--- src/mecobo_pkg.sv ---
/*
 * shared definitions for the pin controller
 * widths of time, address, data and queued command
 * host bus register map and sample collector address
 * pin modes and the two decodings of the command data word
 */
package mecobo_pkg;

  // command field widths
  localparam int time_w  = 32;
  localparam int caddr_w = 16;
  localparam int cdata_w = 32;
  // time on top, then address, then data
  localparam int cmd_w   = time_w + caddr_w + cdata_w;

  // command bus address of the sample collector
  localparam logic [caddr_w-1:0] sample_addr = 16'h0100;

  // host bus register numbers, 16-bit words
  localparam logic [7:0] reg_time_lo = 8'd0;
  localparam logic [7:0] reg_time_hi = 8'd1;
  localparam logic [7:0] reg_target  = 8'd2;
  localparam logic [7:0] reg_data_lo = 8'd3;
  localparam logic [7:0] reg_data_hi = 8'd4;
  localparam logic [7:0] reg_push    = 8'd5;
  localparam logic [7:0] reg_status  = 8'd8;
  localparam logic [7:0] reg_sample  = 8'd9;
  localparam logic [7:0] reg_pins    = 8'd10;

  typedef enum logic [1:0] {
    mode_low    = 2'd0,
    mode_high   = 2'd1,
    mode_square = 2'd2
  } pin_mode_e;

  // pin controller view, half_period 0 acts as 1
  typedef struct packed {
    pin_mode_e   mode;
    logic [5:0]  spare;
    logic [23:0] half_period;
  } pin_cfg_t;

  // sample collector view, capture every divider+1 cycles
  typedef struct packed {
    logic [15:0] channel_mask;
    logic [15:0] divider;
  } sample_cfg_t;

  typedef union packed {
    pin_cfg_t    pin;
    sample_cfg_t sample;
  } cmd_data_u;

endpackage

--- src/ebi_bridge.sv ---
/*
 * host bus bridge
 * register decode and staging of the 80-bit command
 * push pulse to the command queue, sticky overflow flag
 * registered read mux over samples, pin levels and status
 */
`timescale 1ns/1ns
module ebi_bridge (
  input  logic                          sys_clk,
  input  logic                          mecobo_reset,
  input  logic                          cs,
  input  logic                          wr,
  input  logic                          rd,
  input  logic [7:0]                    addr,
  input  logic [15:0]                   wr_data,
  input  logic [15:0]                   sample_word,
  input  logic                          sample_empty,
  input  logic                          sample_full,
  input  logic                          queue_full,
  input  logic                          queue_empty,
  input  logic [15:0]                   pins,
  output logic [15:0]                   rd_data,
  output logic                          irq,
  output logic                          push,
  output logic [mecobo_pkg::cmd_w-1:0]  push_cmd,
  output logic                          sample_pop
);
  import mecobo_pkg::*;

  logic        wr_strobe;
  logic        rd_strobe;
  logic [15:0] time_lo, time_hi, target, data_lo, data_hi;
  logic        overflow;
  logic [15:0] status_word;
  logic [15:0] rd_mux;

  assign wr_strobe = cs & wr;
  assign rd_strobe = cs & rd;

  // staged command fields written one word at a time
  always_ff @(posedge sys_clk) begin
    if (wr_strobe) begin
      case (addr)
        reg_time_lo: time_lo <= wr_data;
        reg_time_hi: time_hi <= wr_data;
        reg_target:  target  <= wr_data;
        reg_data_lo: data_lo <= wr_data;
        reg_data_hi: data_hi <= wr_data;
        default: ;
      endcase
    end
  end

  assign push_cmd = {time_hi, time_lo, target, data_hi, data_lo};

  // push pulse one cycle after the write
  always_ff @(posedge sys_clk) begin
    if (mecobo_reset) begin
      push     <= 1'b0;
      overflow <= 1'b0;
    end else begin
      push <= wr_strobe && (addr == reg_push);
      // overflow sticks until status is read
      if (rd_strobe && (addr == reg_status))
        overflow <= 1'b0;
      // a push that meets a full queue is lost
      if (push && queue_full)
        overflow <= 1'b1;
    end
  end

  assign status_word = {11'd0, overflow, sample_full, sample_empty, queue_full, queue_empty};

  always_comb begin
    case (addr)
      reg_time_lo: rd_mux = time_lo;
      reg_time_hi: rd_mux = time_hi;
      reg_target:  rd_mux = target;
      reg_data_lo: rd_mux = data_lo;
      reg_data_hi: rd_mux = data_hi;
      reg_status:  rd_mux = status_word;
      reg_sample:  rd_mux = sample_word;
      reg_pins:    rd_mux = pins;
      default:     rd_mux = 16'd0;
    endcase
  end

  // read value held until the next read strobe
  always_ff @(posedge sys_clk) begin
    if (mecobo_reset)
      rd_data <= 16'd0;
    else if (rd_strobe)
      rd_data <= rd_mux;
  end

  // head is captured on the same edge that pops it
  assign sample_pop = rd_strobe && (addr == reg_sample) && !sample_empty;
  assign irq        = ~sample_empty;

endmodule

--- src/command_queue.sv ---
/*
 * command queue
 * circular buffer of 80-bit commands with occupancy count
 * full and empty flags, head word shown while not empty
 */
`timescale 1ns/1ns
module command_queue #(
  parameter int queue_depth = 8
) (
  input  logic                          sys_clk,
  input  logic                          mecobo_reset,
  input  logic                          push,
  input  logic [mecobo_pkg::cmd_w-1:0]  push_cmd,
  input  logic                          pop,
  output logic [mecobo_pkg::cmd_w-1:0]  head_cmd,
  output logic                          queue_full,
  output logic                          queue_empty
);
  import mecobo_pkg::*;

  localparam int ptr_w = (queue_depth > 1) ? $clog2(queue_depth) : 1;
  localparam int cnt_w = $clog2(queue_depth + 1);
  localparam logic [ptr_w-1:0] last_ptr = ptr_w'(queue_depth - 1);

  logic [cmd_w-1:0] mem [queue_depth];
  logic [ptr_w-1:0] wr_ptr, rd_ptr;
  logic [cnt_w-1:0] count;
  logic             do_push, do_pop;

  // full push and empty pop are ignored
  assign do_push = push && !queue_full;
  assign do_pop  = pop && !queue_empty;

  always_ff @(posedge sys_clk) begin
    if (do_push)
      mem[wr_ptr] <= push_cmd;
  end

  always_ff @(posedge sys_clk) begin
    if (mecobo_reset) begin
      wr_ptr <= '0;
      rd_ptr <= '0;
      count  <= '0;
    end else begin
      // explicit wrap, depth need not be a power of two
      if (do_push)
        wr_ptr <= (wr_ptr == last_ptr) ? '0 : wr_ptr + 1'b1;
      if (do_pop)
        rd_ptr <= (rd_ptr == last_ptr) ? '0 : rd_ptr + 1'b1;
      case ({do_push, do_pop})
        2'b10:   count <= count + 1'b1;
        2'b01:   count <= count - 1'b1;
        default: count <= count;
      endcase
    end
  end

  assign head_cmd    = mem[rd_ptr];
  assign queue_full  = (count == cnt_w'(queue_depth));
  assign queue_empty = (count == '0);

endmodule

--- src/scheduler.sv ---
/*
 * scheduler
 * free-running global time counter
 * releases the queue head onto the command bus once its time is due
 */
`timescale 1ns/1ns
module scheduler (
  input  logic                            sys_clk,
  input  logic                            mecobo_reset,
  input  logic [mecobo_pkg::cmd_w-1:0]    head_cmd,
  input  logic                            queue_empty,
  output logic                            pop,
  output logic                            cmd_en,
  output logic [mecobo_pkg::caddr_w-1:0]  cmd_addr,
  output logic [mecobo_pkg::cdata_w-1:0]  cmd_data,
  output logic [mecobo_pkg::time_w-1:0]   global_time
);
  import mecobo_pkg::*;

  logic [time_w-1:0]  head_time;
  logic [caddr_w-1:0] head_addr;
  logic [cdata_w-1:0] head_data;
  logic               release_now;

  // split the head word into its fields
  assign head_time = head_cmd[cmd_w-1 -: time_w];
  assign head_addr = head_cmd[cdata_w +: caddr_w];
  assign head_data = head_cmd[cdata_w-1:0];

  // zero on the first cycle after reset
  always_ff @(posedge sys_clk) begin
    if (mecobo_reset)
      global_time <= '0;
    else
      global_time <= global_time + 1'b1;
  end

  // due or late head goes out
  // head is still the old word while pop is high, so hold off that cycle
  assign release_now = !queue_empty && (head_time <= global_time) && !pop;

  always_ff @(posedge sys_clk) begin
    if (mecobo_reset) begin
      pop    <= 1'b0;
      cmd_en <= 1'b0;
    end else begin
      pop    <= release_now;
      cmd_en <= release_now;
    end
  end

  // bus payload, only meaningful with cmd_en
  always_ff @(posedge sys_clk) begin
    if (release_now) begin
      cmd_addr <= head_addr;
      cmd_data <= head_data;
    end
  end

endmodule

--- src/pin_control.sv ---
/*
 * single pin controller
 * takes commands addressed to its position
 * drives the pin low, high or as a square wave starting high
 */
`timescale 1ns/1ns
module pin_control #(
  parameter int position = 0
) (
  input  logic                            sys_clk,
  input  logic                            mecobo_reset,
  input  logic                            cmd_en,
  input  logic [mecobo_pkg::caddr_w-1:0]  cmd_addr,
  input  mecobo_pkg::cmd_data_u           cmd_data,
  output logic                            pin
);
  import mecobo_pkg::*;

  pin_cfg_t    cfg;
  logic        accept;
  pin_mode_e   mode;
  logic [23:0] phase_last;
  logic [23:0] phase_cnt;

  // pin view of the data word
  assign cfg    = cmd_data.pin;
  assign accept = cmd_en && (cmd_addr == caddr_w'(position));

  // last count of a phase, half period 0 behaves as 1
  always_ff @(posedge sys_clk) begin
    if (accept)
      phase_last <= (cfg.half_period == 24'd0) ? 24'd0 : cfg.half_period - 1'b1;
  end

  always_ff @(posedge sys_clk) begin
    if (mecobo_reset) begin
      mode      <= mode_low;
      pin       <= 1'b0;
      phase_cnt <= '0;
    end else if (accept) begin
      mode      <= cfg.mode;
      phase_cnt <= '0;
      // square wave begins on its high phase
      pin       <= (cfg.mode == mode_high) || (cfg.mode == mode_square);
    end else if (mode == mode_square) begin
      if (phase_cnt == phase_last) begin
        phase_cnt <= '0;
        pin       <= ~pin;
      end else begin
        phase_cnt <= phase_cnt + 1'b1;
      end
    end
  end

endmodule

--- src/sample_collector.sv ---
/*
 * sample collector
 * configured at sample_addr with channel mask and rate divider
 * masked pin captures into a sample FIFO, dropped while full
 */
`timescale 1ns/1ns
module sample_collector #(
  parameter int sample_depth = 16
) (
  input  logic                            sys_clk,
  input  logic                            mecobo_reset,
  input  logic                            cmd_en,
  input  logic [mecobo_pkg::caddr_w-1:0]  cmd_addr,
  input  mecobo_pkg::cmd_data_u           cmd_data,
  input  logic [15:0]                     pins,
  input  logic                            sample_pop,
  output logic [15:0]                     sample_word,
  output logic                            sample_empty,
  output logic                            sample_full
);
  import mecobo_pkg::*;

  // pointers carry one extra wrap bit, depth is a power of two
  localparam int addr_w = $clog2(sample_depth);

  sample_cfg_t       cfg;
  logic              accept;
  logic              running;
  logic [15:0]       mask;
  logic [15:0]       divider;
  logic [15:0]       rate_cnt;
  logic              capture;
  logic [15:0]       mem [sample_depth];
  logic [addr_w:0]   wr_ptr, rd_ptr;

  // sample view of the data word
  assign cfg    = cmd_data.sample;
  assign accept = cmd_en && (cmd_addr == sample_addr);

  // capture on the last count of each divider+1 window
  assign capture = running && (rate_cnt == divider);

  always_ff @(posedge sys_clk) begin
    if (mecobo_reset) begin
      running  <= 1'b0;
      mask     <= '0;
      divider  <= '0;
      rate_cnt <= '0;
    end else if (accept) begin
      mask     <= cfg.channel_mask;
      divider  <= cfg.divider;
      rate_cnt <= '0;
      // max divider with empty mask is the stop command
      running  <= !((cfg.divider == 16'hffff) && (cfg.channel_mask == 16'd0));
    end else if (running) begin
      rate_cnt <= capture ? 16'd0 : rate_cnt + 1'b1;
    end
  end

  always_ff @(posedge sys_clk) begin
    if (capture && !sample_full)
      mem[wr_ptr[addr_w-1:0]] <= pins & mask;
  end

  always_ff @(posedge sys_clk) begin
    if (mecobo_reset) begin
      wr_ptr <= '0;
      rd_ptr <= '0;
    end else begin
      if (capture && !sample_full)
        wr_ptr <= wr_ptr + 1'b1;
      if (sample_pop && !sample_empty)
        rd_ptr <= rd_ptr + 1'b1;
    end
  end

  assign sample_word  = mem[rd_ptr[addr_w-1:0]];
  assign sample_empty = (wr_ptr == rd_ptr);
  // same slot, opposite lap
  assign sample_full  = (wr_ptr[addr_w] != rd_ptr[addr_w]) &&
                        (wr_ptr[addr_w-1:0] == rd_ptr[addr_w-1:0]);

endmodule

--- src/mecobo_core.sv ---
/*
 * top level of the pin controller
 * host bridge, command queue, scheduler
 * pin bank and sample collector on the shared command bus
 */
`timescale 1ns/1ns
module mecobo_core #(
  parameter int num_pins     = 8,
  parameter int queue_depth  = 8,
  parameter int sample_depth = 16
) (
  input  logic        sys_clk,
  input  logic        mecobo_reset,
  input  logic        cs,
  input  logic        wr,
  input  logic        rd,
  input  logic [7:0]  addr,
  input  logic [15:0] wr_data,
  output logic [15:0] rd_data,
  output logic        irq,
  output logic [15:0] pins
);
  import mecobo_pkg::*;

  logic               push, pop;
  logic [cmd_w-1:0]   push_cmd, head_cmd;
  logic               queue_full, queue_empty;
  logic               cmd_en;
  logic [caddr_w-1:0] cmd_addr;
  cmd_data_u          cmd_data;
  logic [time_w-1:0]  global_time;
  logic [15:0]        sample_word;
  logic               sample_empty, sample_full, sample_pop;

  ebi_bridge i_bridge (
    .sys_clk, .mecobo_reset, .cs, .wr, .rd, .addr, .wr_data,
    .sample_word, .sample_empty, .sample_full, .queue_full, .queue_empty,
    .pins, .rd_data, .irq, .push, .push_cmd, .sample_pop
  );

  command_queue #(.queue_depth(queue_depth)) i_queue (
    .sys_clk, .mecobo_reset, .push, .push_cmd, .pop,
    .head_cmd, .queue_full, .queue_empty
  );

  // global_time stays internal, only the scheduler compares against it
  scheduler i_sched (
    .sys_clk, .mecobo_reset, .head_cmd, .queue_empty,
    .pop, .cmd_en, .cmd_addr, .cmd_data, .global_time
  );

  sample_collector #(.sample_depth(sample_depth)) i_collector (
    .sys_clk, .mecobo_reset, .cmd_en, .cmd_addr, .cmd_data,
    .pins, .sample_pop, .sample_word, .sample_empty, .sample_full
  );

  // pin bank, unused positions held low
  for (genvar i = 0; i < 16; i++) begin : g_pin
    if (i < num_pins) begin : g_ctl
      pin_control #(.position(i)) i_pin (
        .sys_clk, .mecobo_reset, .cmd_en, .cmd_addr, .cmd_data,
        .pin(pins[i])
      );
    end else begin : g_off
      assign pins[i] = 1'b0;
    end
  end

endmodule

--- config.mk ---
export PLATFORM = sky130hd
export DESIGN_NAME = mecobo_core
export DESIGN_NICKNAME = d
export VERILOG_FILES = /design/src/mecobo_pkg.sv /design/src/ebi_bridge.sv /design/src/command_queue.sv /design/src/scheduler.sv /design/src/pin_control.sv /design/src/sample_collector.sv /design/src/mecobo_core.sv
export SDC_FILE = /design/constraint.sdc
export NUM_CORES = 2
export LEC_CHECK = 0
export ABC_AREA = 1
export BUFFER_PORTS_ARGS = -buffer_cell sky130_fd_sc_hd__buf_2
export CORE_ASPECT_RATIO = 1.75
export CORE_MARGIN = 1.5
export CORE_UTILIZATION = 59
export CTS_CLUSTER_SIZE = 12
export DETAILED_ROUTE_END_ITERATION = 7
export PLACE_DENSITY = 0.79
export SLEW_MARGIN = 10
export SYNTH_ARGS = -nofsm -noshare
export SYNTH_HDL_FRONTEND = slang
export SYNTH_SLANG_ARGS = --single-unit
export TNS_END_PERCENT = 30
--- constraint.sdc ---
create_clock -name sys_clk -period 5.8 [get_ports sys_clk]
set_input_delay 0.29 -clock sys_clk [delete_from_list [all_inputs] [get_ports sys_clk]]
set_output_delay 0.29 -clock sys_clk [all_outputs]
set_load 0.01 [all_outputs]
# ---- Word-level counts from Yosys, hierarchy flattened
# Memories as Yosys holds them, arrays and structs flattened. A register that Yosys moved wholly into a read port is not among the register bits.
# Cells that the tools add are included.
# Widths: inputs -> output; s select.
dict set report totals {
  n_memories 2
  regBits 656
  output_inout_bits 33
  wordCells 252
  input_bits 29
  ram_bits 896
  latch_bits 0
  romBits 0
}
dict set report classes {
  n_bitwise 12
  muxes 48
  n_addsub 17
  div_mod_pow 0
  n_mul 0
  n_lt_le_gt_ge 1
  shift 0
  eq_ne 44
  n_reduce_logical 75
}
# memory words word_bits read_ports rd_ports_with_merged_regs wr line
set mem_list {}
lappend mem_list {i_queue.mem 8 80 1 1 1 command_queue.sv:25} ;# logic [cmd_w-1:0] mem [queue_depth];
lappend mem_list {i_collector.mem 16 16 1 1 1 sample_collector.sv:33} ;# logic [15:0] mem [sample_depth];
# cell count
set op_table {}
lappend op_table {{$mux 24} 9}
lappend op_table {{$add 24x1->24 const B} 8}
lappend op_table {{$eq 24x24->1} 8}
lappend op_table {{$pmux 16 s8} 1}
lappend op_table {{$eq 16x3->1 const B} 4}
lappend op_table {{$reduce_bool 2->1} 18}
lappend op_table {{$add 32x1->32 const B} 1}
lappend op_table {{$eq 16x2->1 const B} 2}
lappend op_table {{$le 32x32->1} 1}
lappend op_table {{$logic_not 16->1} 2}
lappend op_table {{$mux 1} 30}
lappend op_table {{$reduce_and 2->1} 13}
lappend op_table {{$eq 8x4->1 const B} 3}
lappend op_table {{$logic_not 24->1} 1}
lappend op_table {{$sub 24x1->24 const B} 1}
lappend op_table {{$logic_and 1x1->1} 23}
lappend op_table {{$eq 2x2->1 const B} 10}
lappend op_table {{$reduce_or 2->1} 9}
lappend op_table {{$add 16x1->16 const B} 1}
lappend op_table {{$and 8x16->16} 1}
lappend op_table {{$eq 16x1->1 const B} 1}
lappend op_table {{$eq 16x16->1} 1}
lappend op_table {{$eq 16x16->1 const B} 1}
lappend op_table {{$eq 16x9->1 const B} 1}
lappend op_table {{other kinds (23)} 47}

# ---- Depth between registers and ports, before layout
dict set report logic_depth {
  ltp_word 6
  depth_mapped 22
  mapped_depth_nobuf 19
}

# ---- By module
# Synthesis repeated with hierarchy kept, for this count alone.
dict set report hier_totals {
  cells_unflattened 8240
  hier_area_um2 75600.0
}
# mod cells_each instances area_per_inst_um2
set modules_own_cells {}
lappend modules_own_cells {command_queue 1891 1 25464.4}
lappend modules_own_cells {sample_collector 1199 1 13656.8}
lappend modules_own_cells {{pin_control (g_pin[1].g_ctl.i_pin ...)} 536 2 3507.1}
lappend modules_own_cells {{pin_control (g_pin[5].g_ctl.i_pin ...)} 534 2 3504.6}
lappend modules_own_cells {ebi_bridge 440 1 4395.5}
lappend modules_own_cells {scheduler 430 1 4008.8}
lappend modules_own_cells {{pin_control (g_pin[4].g_ctl.i_pin)} 539 1 3524.6}
lappend modules_own_cells {{pin_control (g_pin[0].g_ctl.i_pin)} 536 1 3508.4}
lappend modules_own_cells {{pin_control (g_pin[7].g_ctl.i_pin)} 530 1 3487.1}
lappend modules_own_cells {{pin_control (g_pin[3].g_ctl.i_pin)} 526 1 3467.1}
lappend modules_own_cells {mecobo_core 9 1 63.8}

# ---- Worst setup path before layout
# Ideal clock, no wire load.
dict set report synth_timing {
  kind {flip-flop to flip-flop}
  startpoint {register i_queue.count[1]}
  endpoint {memory i_queue.mem[1][0] (netlist name), enable pin}
  path_stages_with_launch 9
  arrival_ps 4262
  slack_ps 1019
  required_time_ps 5281
  setup_ps 519
  path_cell_list {dfxtp_1 > inv_1 > nand3_1 > nor2_1 > nor2_1 > inv_1 > nor2_1 > inv_1 > nor2_1}
}
dict set report synth_between {
  elab_chain_len 5
}
# element line
set synth_lines {}
lappend synth_lines {{start, declared} command_queue.sv:27} ;# logic [cnt_w-1:0] count;
lappend synth_lines {{start signal, assigned} command_queue.sv:51} ;# 2'b10: count <= count + 1'b1;
lappend synth_lines {{start signal, assigned} command_queue.sv:52} ;# 2'b01: count <= count - 1'b1;
lappend synth_lines {{start signal, assigned} command_queue.sv:53} ;# default: count <= count;
lappend synth_lines {{$eq 4x4->1} command_queue.sv:59} ;# assign queue_full = (count == cnt_w'(queue_depth));
lappend synth_lines {{$logic_not 1->1} command_queue.sv:31} ;# assign do_push = push && !queue_full;
lappend synth_lines {{$logic_and 1x1->1} command_queue.sv:31}
lappend synth_lines {{$mux 1} command_queue.sv:35} ;# if (do_push)
lappend synth_lines {{$mux 1 (not written as such)} command_queue.sv:36} ;# mem[wr_ptr] <= push_cmd;
lappend synth_lines {{end, declared} command_queue.sv:25}
# No other way between the ends.

==> results.py <==
metrics = {
    "drt": {
        "num_vias": 45018,
        "first_pass_iters": 8,
        "via_per_inst": 5.86,
        "drcViolationCount": 0,
        "antenna_left": 0,
        "wl_mm": 160,
        "wl_per_cell_um": 20.8,
        "drt_iter0_drc": 4220,
    },
    "timing": {
        "hold_viol_final": 0,
        "fmax_ghz": 0.222,
        "post-route-period-util_pct": 77.6,
        "skew_ns": 0.0327,
        "worst_pin_slew_ns": 1.27,
        "slew_headroom_pct": 14.6,
        "min_period_ns": 4.50,
        "slew_viol_final": 0,
        "finalSetupViolCount": 0,
        "rsz0062_at_grt": "no",
        "fin_tns_setup_ns": 0,
    },
    "synth": {
        "synth_area_leader_cell": "edfxtp_1",
        "yosys_warnings": 0,
        "syn_area_sq_mm": 0.0618,
        "ys_types": 60,
        "synth_seq_cells": 1423,
        "ys_async_sr_fraction_pct": 0,
        "yosys-top-cells-area": "edfxtp_1 53%, dfxtp_1 11%, nor2_1 6.9%",
        "seq_area_frac_synth_pct": 63.8,
        "synth_edf_count": 1088,
        "syn_avg_cell_area_sq_um": 10.0,
        "synth_top_area_share_pct": 52.9,
        "netlist_instances": 6172,
        "synthFlopType": "edfxtp_1",
    },
    "flow_run": {
        "cap_violations": 0,
    },
    "floorplanning": {
        "die_h_um": 431,
        "pin_count": 62,
        "fp.dieW_um": 248,
        "start_util_pct": 59.7,
        "dieArea_sq_mm": 0.107,
        "coreArea_sq_mm": 0.103,
        "rows": 156,
    },
    "clocking": {
        "cts_setup_buffers": 0,
        "cts_buffers": 140,
        "clock-sinks": 1423,
        "clk_latency_ns": 0.78,
        "cts_resized": 0,
        "cts.htree.levels": 4,
        "tritoncts": "done",
        "clockBufferDepth": 3,
        "clockRootBuffer": "clkbuf_16",
        "clkTransAtPathRegs_ns": 0.06,
    },
    "global_route": {
        "grt_usage_pct": 30.2,
        "antenna_found_initial": 5,
        "grt_pass1_vias": 44383,
        "grt_max_degree": 177,
        "grt_overflow": 0,
        "grt_pass1_wl_mm": 242,
    },
    "worst_hold_path": {
        "hp-class": "in2reg",
    },
    "layout": {
        "area_delta_synth_final_pct": 9.75,
        "final_area_sq_mm": 0.0678,
        "fillCellCount": 7720,
        "nNetsFinal": 6316,
        "layout-drive-gt1-share_pct": 7.13,
    },
    "worst_setup_path": {
        "reg2reg_slack_ns": 1.30,
        "critPathKind": "reg2reg",
        "cp_max_fo": 63,
        "worstPathRequired_ns": 6.27,
        "cp-end-kind": "flop",
        "crit_arrival_ns": 4.97,
        "crit_path_start_kind": "flop",
    },
    "pwr": {
        "vdd_ir_drop_max_mv": 0.394,
        "leakage_uw": 0.0241,
        "p_per_area_mw_per_mm2": 289,
    },
    "placement": {
        "io_buffer_count": 53,
        "placed_cell_area_sq_mm": 0.0633,
        "gp_congestion": 0.968,
        "dp_hpwl_mm": 104,
    },
    "status": {
        "outcome": "finished, final reports clean",
    },
}
-- through the flow --
step	total power, uW	hold WS [ns]	util [%]	instances	worst slack, ns
4_1_cts	19600	0.0144	65.5	7686	1.33
6_report	19600	0.0740	65.5	7688	1.30
2_1_floorplan	11100	0.366	-	6179	1.02
5_1_grt	20000	0.0784	65.5	7687	0.928
3_5_place_dp	11200	0.449	61.2	7412	1.39
3_3_place_gp	11200	0.439	61.2	7412	1.40
-- path summary, 6_finish.rpt --
check | from | end | cells past startpoint
max | flop | i_sched.cmd_data[20] | 15
min | rd | i_bridge.rd_data[8] | 5
max reg2reg | flop | i_sched.cmd_data[20] | 15
min reg2reg | g_pin[3].g_ctl.i_pin.mode[0] | g_pin[3].g_ctl.i_pin.mode[0] | 2
-- what timing repair did --
item | in CTS | in global routing
hold buffers | 18 | 0
hold endpoints to repair | 81 | 0
endpoints found under the setup margin | 0 | 0
-- per-layer routing --
metal	GRT usage (%)	vias up	routed length [um]
met1	30.8	21395	53000
met2	54.7	1978	84000
met5	0	-	32
met4	22.1	4	12400
met3	5.20	636	10700
li1	-	21005	-
-- state kept, by name, summed over array words and instances, names as in the netlist, 16 cells and up, named ones only --
name,count
i_queue.mem,640
g_pin.g_ctl.i_pin.phase_cnt,192
g_pin.g_ctl.i_pin.phase_last,192
i_collector.mem,128
i_sched.cmd_data,32
i_sched.global_time,32
g_pin.g_ctl.i_pin.mode,16
i_bridge.data_hi,16
i_bridge.data_lo,16
i_bridge.rd_data,16
i_bridge.target,16
i_bridge.time_hi,16
i_bridge.time_lo,16
i_collector.divider,16
i_collector.rate_cnt,16
i_sched.cmd_addr,16
-- synthesized netlist by cell type (88+ instances only) --
| master | n |
|---|---|
| dfxtp_1 | 335 |
| o21ai_0 | 509 |
| xor2_1 | 113 |
| nor2_1 | 1132 |
| nor3_1 | 130 |
| inv_1 | 529 |
| nand3_1 | 266 |
| xnor2_1 | 88 |
| clkbuf_1 | 108 |
| edfxtp_1 | 1088 |
| nand2_1 | 1052 |
| nand4_1 | 91 |
| a21oi_1 | 145 |
-- critical path: stages, from the launching register on --
cell and delay (ns):
dfxtp_4 0.79, inv_4 0.47, o21ai_0 0.22, o22ai_1 0.10, nor2_1 0.14, a31oi_1 0.08, ha_1 0.36, nand2_1 0.07
nor2_1 0.25, nand2_1 0.15, nor4_1 0.38, nand2_1 0.09, nand2_1 0.18, nand2_1 0.11, inv_2 0.39, buf_4 0.32
-- power by group --
part / internal [uW] / switching (uW) / leakage (uW)
Combinational: 31.4 / 103 / 0.00968
Sequential: 10800 / 3.85 / 0.0124
Clock: 4820 / 3800 / 0.00204
-- cell families (layout without fill, tap and decap cells) --
logic type	Yosys count	in the layout	share of synthesized area (%)
AND/OR/NAND/NOR	2864	2864	19.7
flip-flops	1423	1423	63.8
AO/OA/AOI/OAI	859	859	7.46
buffers and inverters	766	930	5.02
XOR/XNOR	201	201	2.85
adder cells (fa/ha/maj)	58	58	1.19
other	1	10	0.00607
-- area by class of cell --
| class | instances | area (sq um) | share of cell area, % |
|---|---|---|---|
| clock buffers | 236 | 4000 | 5.90 |
| repair buffers | 123 | 936 | 1.38 |
| well taps | 1343 | 1680 | 2.48 |
| inverters | 551 | 2090 | 3.08 |
| diodes | 2 | 5.00 | 0.00738 |
| multi-input cells | 3990 | 19400 | 28.7 |
| flip-flops and latches | 1423 | 39400 | 58.1 |
| clock inverters | 20 | 267 | 0.393 |
-- cells in the final DEF, fill, tap and decap left out, types with 84 or more instances in the layout --
cell       instances
clkbuf_1          86
dfxtp_1          332
nor3_1           128
nand3_1          266
xnor2_1           88
clkbuf_16        144
a21oi_1          142
edfxtp_1        1088
a31oi_1           84
nor2_1          1115
nand4_1           91
o21ai_0          509
nand2_1         1052
xor2_1           113
inv_1            526
No activity file was read; power rests on OpenSTA's default activity.
